--- config.mk ---
export PLATFORM = sky130hd
export DESIGN_NAME = trap_ctrl_top
export DESIGN_NICKNAME = d
export VERILOG_FILES = /design/src/common/trap_pkg.sv /design/src/hw/csr/csr_file.sv /design/src/hw/irq/irq_prio.sv /design/src/hw/trap_seq.sv /design/src/hw/cf_arbiter.sv /design/src/hw/trap_ctrl_top.sv
export VERILOG_INCLUDE_DIRS = /design/src /design/src/common
export SDC_FILE = /design/constraint.sdc
export NUM_CORES = 1
export LEC_CHECK = 0
export CORE_UTILIZATION = 57
export DETAILED_ROUTE_END_ITERATION = 10
export DONT_BUFFER_PORTS = 1
export PLACE_DENSITY_LB_ADDON = 0.15
export RECOVER_POWER = 50
export SKIP_CTS_REPAIR_TIMING = 1
export SLEW_MARGIN = 30
export SYNTH_ARGS = -nofsm -noshare
export SYNTH_HDL_FRONTEND = slang
export SYNTH_HIERARCHICAL = 1
export SYNTH_SLANG_ARGS = --single-unit
--- constraint.sdc ---
create_clock -name g_clk -period 3.5 [get_ports g_clk]
set_clock_uncertainty 0.15 [all_clocks]
set_input_delay 0.35 -clock g_clk [delete_from_list [all_inputs] [get_ports g_clk]]
set_output_delay 0.35 -clock g_clk [all_outputs]
set_load 0.01 [all_outputs]
--- src/common/trap_config.svh ---
// ------------------------------
// Trap controller configuration
// Widths, machine CSR numbers, interrupt cause codes and reset values
// ------------------------------
`ifndef TRAP_CONFIG_SVH
`define TRAP_CONFIG_SVH

// Widths ------------------------
`define TRAP_XLEN        32             // Data and address width
`define TRAP_CSR_AW      12             // APB address, same as CSR number

// Machine CSR numbers -----------
`define CSR_MSTATUS      12'h300        // Global enable and saved enable
`define CSR_MIE          12'h304        // Per-line interrupt enables
`define CSR_MTVEC        12'h305        // Trap vector base and mode
`define CSR_MEPC         12'h341        // Return address
`define CSR_MCAUSE       12'h342        // Trap cause word
`define CSR_MTVAL        12'h343        // Trap value
`define CSR_MIP          12'h344        // Pending lines, read only

// Interrupt cause codes. These are also the bit positions in mie and mip
`define IRQ_CODE_EXT     11             // Machine external
`define IRQ_CODE_SW      3              // Machine software
`define IRQ_CODE_TI      7              // Machine timer

// Reset values ------------------
`define TRAP_MTVEC_RESET 32'h0000_0100  // Base 0x100, direct mode

`endif

--- src/common/trap_pkg.sv ---
// ------------------------------
// Trap controller types
// Packed structs for the APB port, interrupt lines, trap requests
// and the trap update into the CSR file
// ------------------------------
`include "trap_config.svh"

package trap_pkg;

    // APB ---------------------------
    typedef struct packed {
        logic                    psel;     // Slave selected
        logic                    penable;  // Access phase
        logic                    pwrite;   // Write, else read
        logic [`TRAP_CSR_AW-1:0] paddr;    // CSR number
        logic [`TRAP_XLEN-1:0]   pwdata;   // Write data
    } apb_req_t;

    typedef struct packed {
        logic [`TRAP_XLEN-1:0]   prdata;   // Read data, valid in access phase
        logic                    pready;   // No wait states
        logic                    pslverr;  // Unmapped or read-only target
    } apb_rsp_t;

    // Interrupts --------------------
    typedef struct packed {
        logic ext;                         // External line
        logic sw;                          // Software line
        logic ti;                          // Timer line
    } irq_vec_t;

    // Traps -------------------------
    typedef struct packed {
        logic [4:0]              cause;    // Exception code
        logic [`TRAP_XLEN-1:0]   pc;       // Faulting instruction
        logic [`TRAP_XLEN-1:0]   tval;     // Bad address or instruction
    } trap_req_t;

    typedef struct packed {
        logic                    enter;    // Trap taken this cycle
        logic                    ret;      // Return taken this cycle
        logic [`TRAP_XLEN-1:0]   mcause;   // Full cause word
        logic [`TRAP_XLEN-1:0]   mepc;     // Pc to save
        logic [`TRAP_XLEN-1:0]   mtval;    // Value to save
    } csr_trap_t;

endpackage

--- src/hw/csr/csr_file.sv ---
// ------------------------------
// Machine CSR file
// Holds the trap CSRs, serves software over APB and applies
// trap entry and return updates from the sequencer
// ------------------------------
`timescale 1ns/1ps
`include "trap_config.svh"

module csr_file (
    input  logic                  g_clk,        // Core clock
    input  logic                  rst,          // Sync reset, active high
    input  trap_pkg::apb_req_t    apb_req,      // Software access
    output trap_pkg::apb_rsp_t    apb_rsp,      // Access response
    input  trap_pkg::csr_trap_t   csr_trap,     // Entry / return update
    input  trap_pkg::irq_vec_t    mip,          // Pending lines
    output logic                  mstatus_mie,  // Global interrupt enable
    output trap_pkg::irq_vec_t    mie,          // Per-line enables
    output logic [`TRAP_XLEN-1:0] mtvec,        // Base and mode
    output logic [`TRAP_XLEN-1:0] mepc          // Return address
);

    logic                  mstatus_mpie;  // Enable saved at trap entry
    logic [`TRAP_XLEN-1:0] mcause;        // Last trap cause
    logic [`TRAP_XLEN-1:0] mtval;         // Last trap value
    logic                  access;        // APB access phase
    logic                  hit;           // Address decodes to a CSR
    logic                  err;           // Access rejected
    logic                  wr_en;         // Write accepted
    logic [`TRAP_XLEN-1:0] rdata;         // Read mux

    // Decode and read mux -----------
    always_comb begin
        hit   = 1'b1;
        rdata = '0;
        case (apb_req.paddr)
            `CSR_MSTATUS: begin
                rdata[3] = mstatus_mie;
                rdata[7] = mstatus_mpie;
            end
            `CSR_MIE: begin
                rdata[`IRQ_CODE_EXT] = mie.ext;
                rdata[`IRQ_CODE_SW]  = mie.sw;
                rdata[`IRQ_CODE_TI]  = mie.ti;
            end
            `CSR_MIP: begin
                rdata[`IRQ_CODE_EXT] = mip.ext;
                rdata[`IRQ_CODE_SW]  = mip.sw;
                rdata[`IRQ_CODE_TI]  = mip.ti;
            end
            `CSR_MTVEC:  rdata = mtvec;
            `CSR_MEPC:   rdata = mepc;
            `CSR_MCAUSE: rdata = mcause;
            `CSR_MTVAL:  rdata = mtval;
            default:     hit   = 1'b0;         // Unmapped
        endcase
    end

    assign access = apb_req.psel && apb_req.penable;
    // mip follows the lines only, software cannot write it
    assign err    = access && (!hit || (apb_req.pwrite && apb_req.paddr == `CSR_MIP));
    assign wr_en  = access && apb_req.pwrite && !err;

    assign apb_rsp.prdata  = rdata;
    assign apb_rsp.pready  = access;           // Zero wait states
    assign apb_rsp.pslverr = err;

    // Register updates --------------
    always_ff @(posedge g_clk) begin
        if (rst) begin
            mstatus_mie  <= 1'b0;
            mstatus_mpie <= 1'b0;
            mie          <= '0;
            mtvec        <= `TRAP_MTVEC_RESET;
            mepc         <= '0;
            mcause       <= '0;
            mtval        <= '0;
        end else if (csr_trap.enter) begin     // Trap wins over a software write
            mstatus_mpie <= mstatus_mie;
            mstatus_mie  <= 1'b0;              // Handler runs masked
            mepc         <= csr_trap.mepc;
            mcause       <= csr_trap.mcause;
            mtval        <= csr_trap.mtval;
        end else if (csr_trap.ret) begin
            mstatus_mie  <= mstatus_mpie;
            mstatus_mpie <= 1'b1;
        end else if (wr_en) begin
            case (apb_req.paddr)
                `CSR_MSTATUS: begin
                    mstatus_mie  <= apb_req.pwdata[3];
                    mstatus_mpie <= apb_req.pwdata[7];
                end
                `CSR_MIE: begin
                    mie.ext <= apb_req.pwdata[`IRQ_CODE_EXT];
                    mie.sw  <= apb_req.pwdata[`IRQ_CODE_SW];
                    mie.ti  <= apb_req.pwdata[`IRQ_CODE_TI];
                end
                `CSR_MTVEC:  mtvec  <= apb_req.pwdata;
                `CSR_MEPC:   mepc   <= apb_req.pwdata;
                `CSR_MCAUSE: mcause <= apb_req.pwdata;
                `CSR_MTVAL:  mtval  <= apb_req.pwdata;
                default: ;
            endcase
        end
    end

endmodule

--- src/hw/irq/irq_prio.sv ---
// ------------------------------
// Interrupt sampling and priority
// Registers the lines into mip, picks external over software
// over timer, and forms the cause word and trap vector
// ------------------------------
`timescale 1ns/1ps
`include "trap_config.svh"

module irq_prio (
    input  logic                  g_clk,        // Core clock
    input  logic                  rst,          // Sync reset, active high
    input  trap_pkg::irq_vec_t    irq,          // Raw interrupt lines
    input  trap_pkg::irq_vec_t    mie,          // Per-line enables
    input  logic                  mstatus_mie,  // Global enable
    input  logic [`TRAP_XLEN-1:0] mtvec,        // Base and mode
    output trap_pkg::irq_vec_t    mip,          // Sampled lines
    output logic                  int_request,  // Enabled interrupt pending
    output logic [`TRAP_XLEN-1:0] int_cause,    // Cause word, bit 31 set
    output logic [`TRAP_XLEN-1:0] int_tvec      // Handler address
);

    import trap_pkg::*;

    irq_vec_t              masked;  // Pending and enabled
    logic [4:0]            code;    // Winning cause code
    logic [`TRAP_XLEN-1:0] base;    // mtvec with mode bits cleared

    always_ff @(posedge g_clk) begin
        if (rst) begin
            mip <= '0;
        end else begin
            mip <= irq;                           // One cycle of sampling
        end
    end

    assign masked      = mip & mie;
    assign int_request = mstatus_mie && (|masked);

    // Fixed priority
    always_comb begin
        if (masked.ext) begin
            code = 5'(`IRQ_CODE_EXT);
        end else if (masked.sw) begin
            code = 5'(`IRQ_CODE_SW);
        end else begin
            code = 5'(`IRQ_CODE_TI);
        end
    end

    assign int_cause = {1'b1, {(`TRAP_XLEN-6){1'b0}}, code};
    assign base      = {mtvec[`TRAP_XLEN-1:2], 2'b00};

    // Vectored mode jumps to base + 4 * code
    assign int_tvec  = (mtvec[1:0] == 2'b01) ?
                       base + {{(`TRAP_XLEN-7){1'b0}}, code, 2'b00} : base;

endmodule

--- src/hw/trap_seq.sv ---
// ------------------------------
// Trap sequencer
// Accepts exceptions, returns and interrupts by priority, updates
// the CSRs and holds one redirect until it is acknowledged
// ------------------------------
`timescale 1ns/1ps
`include "trap_config.svh"

module trap_seq (
    input  logic                  g_clk,          // Core clock
    input  logic                  rst,            // Sync reset, active high
    input  logic                  exc_valid,      // Exception request
    input  trap_pkg::trap_req_t   exc_req,        // Cause, pc and value
    output logic                  exc_ready,      // Free to take a trap
    input  logic                  mret_valid,     // Return request
    output logic                  mret_ready,     // Free to take a return
    input  logic                  int_request,    // Enabled interrupt pending
    input  logic [`TRAP_XLEN-1:0] int_cause,      // Interrupt cause word
    input  logic [`TRAP_XLEN-1:0] int_tvec,       // Interrupt handler
    input  logic [`TRAP_XLEN-1:0] mepc,           // Return address
    input  logic [`TRAP_XLEN-1:0] mtvec,          // Exception handler base
    output trap_pkg::csr_trap_t   csr_trap,       // CSR update
    output logic                  trap_cf_valid,  // Redirect held
    output logic [`TRAP_XLEN-1:0] trap_cf_target, // Redirect address
    input  logic                  trap_cf_ack     // Redirect consumed
);

    logic                  hold;         // One redirect in flight
    logic                  take_exc;     // Accept exception
    logic                  take_ret;     // Accept return
    logic                  take_int;     // Accept interrupt
    logic [`TRAP_XLEN-1:0] next_target;  // Target to load

    assign exc_ready  = !hold;
    assign mret_ready = !hold;

    // Exception, then return, then interrupt
    assign take_exc = exc_valid && !hold;
    assign take_ret = mret_valid && !hold && !exc_valid;
    assign take_int = int_request && !hold && !exc_valid && !mret_valid;

    always_comb begin
        csr_trap.enter  = take_exc || take_int;
        csr_trap.ret    = take_ret;
        csr_trap.mcause = '0;
        csr_trap.mepc   = '0;                   // Interrupts resume at zero
        csr_trap.mtval  = '0;
        next_target     = {mtvec[`TRAP_XLEN-1:2], 2'b00};
        if (take_exc) begin
            csr_trap.mcause = {{(`TRAP_XLEN-5){1'b0}}, exc_req.cause};
            csr_trap.mepc   = exc_req.pc;
            csr_trap.mtval  = exc_req.tval;
        end else if (take_int) begin
            csr_trap.mcause = int_cause;
            next_target     = int_tvec;
        end else if (take_ret) begin
            next_target     = mepc;
        end
    end

    always_ff @(posedge g_clk) begin
        if (rst) begin
            hold <= 1'b0;
        end else if (take_exc || take_ret || take_int) begin
            hold <= 1'b1;
        end else if (trap_cf_ack) begin
            hold <= 1'b0;                       // Free again next cycle
        end
    end

    always_ff @(posedge g_clk) begin
        if (take_exc || take_ret || take_int) begin
            trap_cf_target <= next_target;
        end
    end

    assign trap_cf_valid = hold;

endmodule

--- src/hw/cf_arbiter.sv ---
// ------------------------------
// Control-flow arbiter
// Trap redirect beats branch redirect, a losing branch is cancelled
// ------------------------------
`timescale 1ns/1ps
`include "trap_config.svh"

module cf_arbiter (
    input  logic                  br_valid,        // Branch redirect
    input  logic [`TRAP_XLEN-1:0] br_target,       // Branch address
    output logic                  br_ack,          // Branch consumed
    output logic                  br_cancel,       // Branch dropped
    input  logic                  trap_cf_valid,   // Trap redirect held
    input  logic [`TRAP_XLEN-1:0] trap_cf_target,  // Trap address
    output logic                  trap_cf_ack,     // Trap consumed
    output logic                  cf_valid,        // Outgoing redirect
    output logic [`TRAP_XLEN-1:0] cf_target,       // Outgoing address
    input  logic                  cf_ack           // Consumer accepts
);

    // Bus ownership -----------------
    assign cf_valid    = trap_cf_valid || br_valid;
    assign cf_target   = trap_cf_valid ? trap_cf_target : br_target;

    // Route the acknowledge to the winner
    assign trap_cf_ack = trap_cf_valid && cf_ack;
    assign br_ack      = !trap_cf_valid && br_valid && cf_ack;

    // Branch is stale once a trap is taken
    assign br_cancel   = trap_cf_valid && br_valid;

endmodule

--- src/hw/trap_ctrl_top.sv ---
// ------------------------------
// Trap controller top level
// CSR file, interrupt priority, trap sequencer and redirect arbiter
// ------------------------------
`timescale 1ns/1ps
`include "trap_config.svh"

module trap_ctrl_top (
    input  logic                  g_clk,       // Core clock
    input  logic                  rst,         // Sync reset, active high
    input  trap_pkg::apb_req_t    apb_req,     // CSR access
    output trap_pkg::apb_rsp_t    apb_rsp,     // CSR response
    input  trap_pkg::irq_vec_t    irq,         // Interrupt lines
    input  logic                  exc_valid,   // Exception from writeback
    input  trap_pkg::trap_req_t   exc_req,     // Exception details
    output logic                  exc_ready,   // Exception taken
    input  logic                  mret_valid,  // Trap return
    output logic                  mret_ready,  // Return taken
    input  logic                  br_valid,    // Branch from execute
    input  logic [`TRAP_XLEN-1:0] br_target,   // Branch address
    output logic                  br_ack,      // Branch consumed
    output logic                  br_cancel,   // Branch dropped
    output logic                  cf_valid,    // Control-flow change
    output logic [`TRAP_XLEN-1:0] cf_target,   // Change destination
    input  logic                  cf_ack       // Change accepted
);

    import trap_pkg::*;

    // Internal wiring ---------------
    irq_vec_t              mip;             // Sampled lines
    irq_vec_t              mie;             // Enables
    logic                  mstatus_mie;     // Global enable
    logic [`TRAP_XLEN-1:0] mtvec;           // Vector base and mode
    logic [`TRAP_XLEN-1:0] mepc;            // Return address
    logic                  int_request;     // Interrupt to take
    logic [`TRAP_XLEN-1:0] int_cause;       // Interrupt cause word
    logic [`TRAP_XLEN-1:0] int_tvec;        // Interrupt handler
    csr_trap_t             csr_trap;        // Entry / return update
    logic                  trap_cf_valid;   // Trap redirect held
    logic [`TRAP_XLEN-1:0] trap_cf_target;  // Trap redirect address
    logic                  trap_cf_ack;     // Trap redirect consumed

    csr_file u_csr_file (
        .g_clk       (g_clk),
        .rst         (rst),
        .apb_req     (apb_req),
        .apb_rsp     (apb_rsp),
        .csr_trap    (csr_trap),
        .mip         (mip),
        .mstatus_mie (mstatus_mie),
        .mie         (mie),
        .mtvec       (mtvec),
        .mepc        (mepc)
    );

    irq_prio u_irq_prio (
        .g_clk       (g_clk),
        .rst         (rst),
        .irq         (irq),
        .mie         (mie),
        .mstatus_mie (mstatus_mie),
        .mtvec       (mtvec),
        .mip         (mip),
        .int_request (int_request),
        .int_cause   (int_cause),
        .int_tvec    (int_tvec)
    );

    trap_seq u_trap_seq (
        .g_clk          (g_clk),
        .rst            (rst),
        .exc_valid      (exc_valid),
        .exc_req        (exc_req),
        .exc_ready      (exc_ready),
        .mret_valid     (mret_valid),
        .mret_ready     (mret_ready),
        .int_request    (int_request),
        .int_cause      (int_cause),
        .int_tvec       (int_tvec),
        .mepc           (mepc),
        .mtvec          (mtvec),
        .csr_trap       (csr_trap),
        .trap_cf_valid  (trap_cf_valid),
        .trap_cf_target (trap_cf_target),
        .trap_cf_ack    (trap_cf_ack)
    );

    cf_arbiter u_cf_arbiter (
        .br_valid       (br_valid),
        .br_target      (br_target),
        .br_ack         (br_ack),
        .br_cancel      (br_cancel),
        .trap_cf_valid  (trap_cf_valid),
        .trap_cf_target (trap_cf_target),
        .trap_cf_ack    (trap_cf_ack),
        .cf_valid       (cf_valid),
        .cf_target      (cf_target),
        .cf_ack         (cf_ack)
    );

endmodule

# Word-level counts from Yosys, hierarchy flattened
# Index checks and enable logic that the tools add are counted.
# op_classes
reduce_logical	45
bitwise_logic	3
muxes	39
eq_ne	9
add_sub_neg	1
# ops
operator	n
32-bit two-way mux	19
12-bit by 10-bit == test with 1-bit output (second input constant)	7
20-bit one-hot mux with 4 select lines	1
64-bit two-way mux	1
3-bit one-hot mux with 4 select lines	3
32-bit by 7-bit adder with 32-bit output	1
1-bit logical AND	16
1-bit one-hot mux with 7 select lines	2
2-bit nonzero test	7
1-bit two-way mux	10
3-bit AND reduction	3
4-bit AND reduction	2
7-bit OR reduction	1
1-bit one-hot mux with 6 select lines	1
3-bit nonzero test	2
1-bit logical NOT	5
1-bit logical OR	5
5-bit two-way mux	1
2-bit AND reduction	2
3-bit bitwise AND	1
3-bit two-way mux	1
3-bit OR reduction	1
2-bit by 1-bit == test with 1-bit output (second input constant)	1
2-bit inequality test (second input constant)	1
2 further kinds	3
# word_totals
regBits	169
out_inout_bits	71
inputBits	157
elab_cells	112

# Logic depth before layout (Yosys ltp)
# logic_depth
depth_word	11
mapped_depth	13
ltp_nobuf	10

# By module
# Netlist, hierarchy kept.
# by_module_without_submodules
module	instances	cells_per_inst	area_each_um2	seq_area_each_um2
csr_file	1	851	6884.1	2662.6
trap_seq	1	223	2293.4	980.9
irq_prio	1	155	1171.1	60.1
cf_arbiter	1	40	548.0	0.0

# Least setup slack after synthesis
# No wires, ideal clock.
# synth_timing
kind	reg2reg
start	register, netlist name u_irq_prio/mip[2]
end	register u_csr_file.mtvec[0]
path_stages_with_launch	14
synth_period_minus_slack_ps	2916
setup_ps	128
setup_slack_ps	584
path_buffers	3
t_arrival_ps	2638
required_ps	3222
cell_sequence	dfxtp_1 -> and2_1 -> a21oi_1 -> a21boi_0 -> nor4b_4 -> buf_4 -> buf_4 -> or2_2 -> nor2_1 -> o2111ai_1 -> nor4_4 -> buf_6 -> mux2i_1 -> nor2_1
# synth_rtl
item	line	rtl
end signal, assigned	csr_file.sv:73	mtvec <= `TRAP_MTVEC_RESET;
end signal, assigned	csr_file.sv:97	`CSR_MTVEC: mtvec <= apb_req.pwdata;
end, declared	csr_file.sv:18	output logic [`TRAP_XLEN-1:0] mtvec,

==> results by group <==
Critical path
  • Slowest Stage Delay on Critical Path: 490 ps
  • Crit-path max FO: 24
  • CP top delay family: simple AND/OR/NAND/NOR gates
  • Origin of the critical flop-to-flop path: u_irq_prio/mip[2]
  • Slowest-stage cell, CP: nor4_4
  • WP depth: 11
  • Startpoint types: flop
  • Crit end category: flop
  • CP dominant cell by count: nor2_1
  • Worst Setup EP: u_csr_file/mtvec[23]
  • Worst path required time: 3600 ps
  • Reg2Reg Setup Slack: 280 ps
  • Crit path buf inv count: 1
  • CP Launch Point: u_irq_prio/mip[2]
  • Crit Path Class: flop to flop
  • RR Endpoint: u_csr_file/mtvec[23]
  • Worst R2R Path Depth: 11
  • CP Data Arrival Time: 3320 ps
  • Critical-path cell list: and2_1 -> a21oi_1 -> a21boi_0 -> nor4b_4 -> or2_4 -> nor2_1 -> o2111ai_1 -> nor4_4 -> buf_12 -> mux2i_1 -> nor2_1

STA
  • Worst slew pin tran: 1657 ps
  • Fmax: 0.3107 GHz
  • Tmin final: 3219 ps
  • RSZ-0062 raised after global routing: no
  • Worst relative slew slack: -10.44%
  • Setup TNS: 0 ps
  • Setup violators final: 0
  • Pins over their slew limit: 176
  • Fin. Hold Viols: 0
  • Final Cycle Share: 91.96%

Flow run
  • MaxCap Viol Count: 2

Yosys
  • Yosys top cell area share: 25.17%
  • Area share of fa/ha/maj cells after synthesis: 0.3445%
  • Post-synth EDFFs: 32
  • Largest family of logic cells by synthesized area: compound AO/OA/AOI/OAI gates
  • Cell Area, Synth: 10,900 µm²
  • Synth cell count leaders: 137 x dfxtp_1, 104 x inv_1, 100 x and2_1, 86 x nand2_1, 77 x clkbuf_1
  • Compound-Gate Fraction of Synth Area: 24.93%
  • Mapped Cells: 1,269
  • Flop and latch count out of synthesis: 169
  • Post-Synth XOR/XNOR Area: 2.251%
  • Register area share after synthesis: 33.99%
  • Ys Warns: 6
  • Cell taking the most area after synthesis: dfxtp_1
  • Avg Cell Area, Syn: 8.587 µm²
  • Synth cell types: 66
  • Ys async rst share: 0%
  • Synth area leaders: dfxtp_1 25%, edfxtp_1 8.8%, and2_1 5.7%
  • Main flop type after synthesis: dfxtp_1
  • Most common cell in the netlist: dfxtp_1
  • Multiplexer share of the synthesized area: 7.716%
  • Simple-gate area share of the yosys netlist: 19.34%

Die
  • Site row count: 50
  • Full die area: 19,670 µm²
  • Die height: 140.3 µm
  • I/O pin count: 228
  • Initial Utilization: 58.25%
  • Width of the die: 140.3 µm
  • Placeable Area: 18,710 µm²

Global routing
  • Antenna violations before repair: 2
  • Largest net degree at the start of global routing: 227
  • Vias in the first global route: 8,468
  • All-Layer GR Usage: 32.64%
  • First-pass GRT wire length: 49.42 mm
  • Total global routing overflow: 0

Final layout
  • Final Instance Area: 11,570 µm²
  • Nets: 1,385
  • Layout cells sized above 1: 6.704%
  • Fillers: 1,693
  • Area growth from synthesis to layout: 6.143%

Detailed routing
  • Routed vias/inst: 6.629
  • DR iter-0 viols: 1,237
  • WL final: 33.91 mm
  • Vias: 9,765
  • DRC Markers: 0
  • Detailed-router iteration count before antenna repair: 6
  • Routed WL per cell: 23.02 µm
  • Final antenna-violating net count: 0

Placed design
  • IO buf count: 0
  • Area after DPL: 10,720 µm²
  • Final Wtd Congestion: 0.9934
  • Detailed-placement wirelength estimate: 21.62 mm

Power
  • Peak VDD IR: 0.3521 mV
  • PwrDens: 398.3 nW/µm²
  • Static Leak: 4.055 nW

Min path
  • Hold Path Class: input pin to flop

Clock tree
  • CTS sink count: 169
  • Root buf cell: clkbuf_16
  • Worst-path clk slew: 70 ps
  • Total CTS buffers: 17
  • Htree depth: 4
  • Clk_lat worst skew: 430 ps
  • Clock buffer depth: 2
  • CTS tree: done

Run status
  • Status: complete, but fails checks
  • Failing checks: max-capacitance violations, max-slew violations
sequential cells by signal, indices dropped and copies added (netlist names), 3 cells and up:
register                   count
u_csr_file/mcause             32
u_csr_file/mepc               32
u_csr_file/mtval              32
u_csr_file/mtvec              32
u_trap_seq/trap_cf_target     32
u_csr_file/mie                 3
u_irq_prio/mip                 3
cell type report:
type | instances | area, µm² | share of cell area [%]
clock inverter | 15 | 175.2 | 1.514
tap | 234 | 292.8 | 2.531
clock buffer | 17 | 425.4 | 3.678
sequential | 169 | 3704 | 32.02
timing repair buffer | 64 | 586.8 | 5.074
inverter | 104 | 390.4 | 3.375
antenna | 1 | 2.502 | 0.02164
multi-input combinational | 869 | 5989 | 51.78
per-stage QoR:
| step | util [%] | setup slack, ps | instances | total power, mW | hold WS [ps] |
|---|---|---|---|---|---|
| floorplan | - | 584.0 | 1299 | 2.632 | 271.6 |
| global placement | 57.28 | 549.7 | 1402 | 2.654 | 284.2 |
| detailed placement | 57.28 | 463.0 | 1402 | 2.662 | 286.1 |
| CTS | 60.50 | 426.4 | 1434 | 4.571 | -170.6 |
| global route | 61.82 | 32.31 | 1472 | 4.763 | 3.360 |
| finish | 61.83 | 281.3 | 1473 | 4.606 | 0.3454 |
routing by layer:
layer,vias up,global-route usage (%),wire [µm]
met5,-,0,0
met1,4661,47.48,15340
met4,0,12.84,990
met2,540,46.55,14250
met3,65,7.214,3329
li1,4499,-,-
worst min-delay path by stage:
stage / start / endpoint / slack [ps] / depth (start not counted)
after floorplan: rst / u_irq_prio/mip[0] / 270 / 1
after global placement: rst / u_csr_file/mtvec[4] / 280 / 1
after detailed placement: rst / u_csr_file/mtvec[1] / 290 / 1
after CTS: rst / u_csr_file/mtvec[4] / -170 / 1
after global routing: apb_req[10] / u_csr_file/mtval[10] / 3 / 2
final: apb_req[22] / u_csr_file/mtval[22] / 0.3 / 2
cell usage in the layout (no fill, tap or decap), drive strengths merged, types with 34 or more instances in the layout:
cell	n
a31oi	64
dlygate4sd3	37
nand2	86
a22oi	59
nor3	76
mux2i	36
mux2	34
a2111oi	36
dfxtp	137
and2	100
a221oi	64
a22o	37
inv	106
nor2	53
power by group:
group	switching [mW]	internal (mW)
clock network	0.816	1.12
logic	0.293	0.203
registers	0.0740	2.10
kinds of logic after synthesis:
| family | after synthesis |
|---|---|
| and+or+nand+nor | 387 |
| AOI/OAI and AO/OA | 349 |
| buffers and inverters | 261 |
| DFF | 169 |
| muxes | 70 |
| xor gates and xnor gates | 28 |
| adders and majority gates | 3 |
| other | 2 |
(Power assumes the default switching activity.)
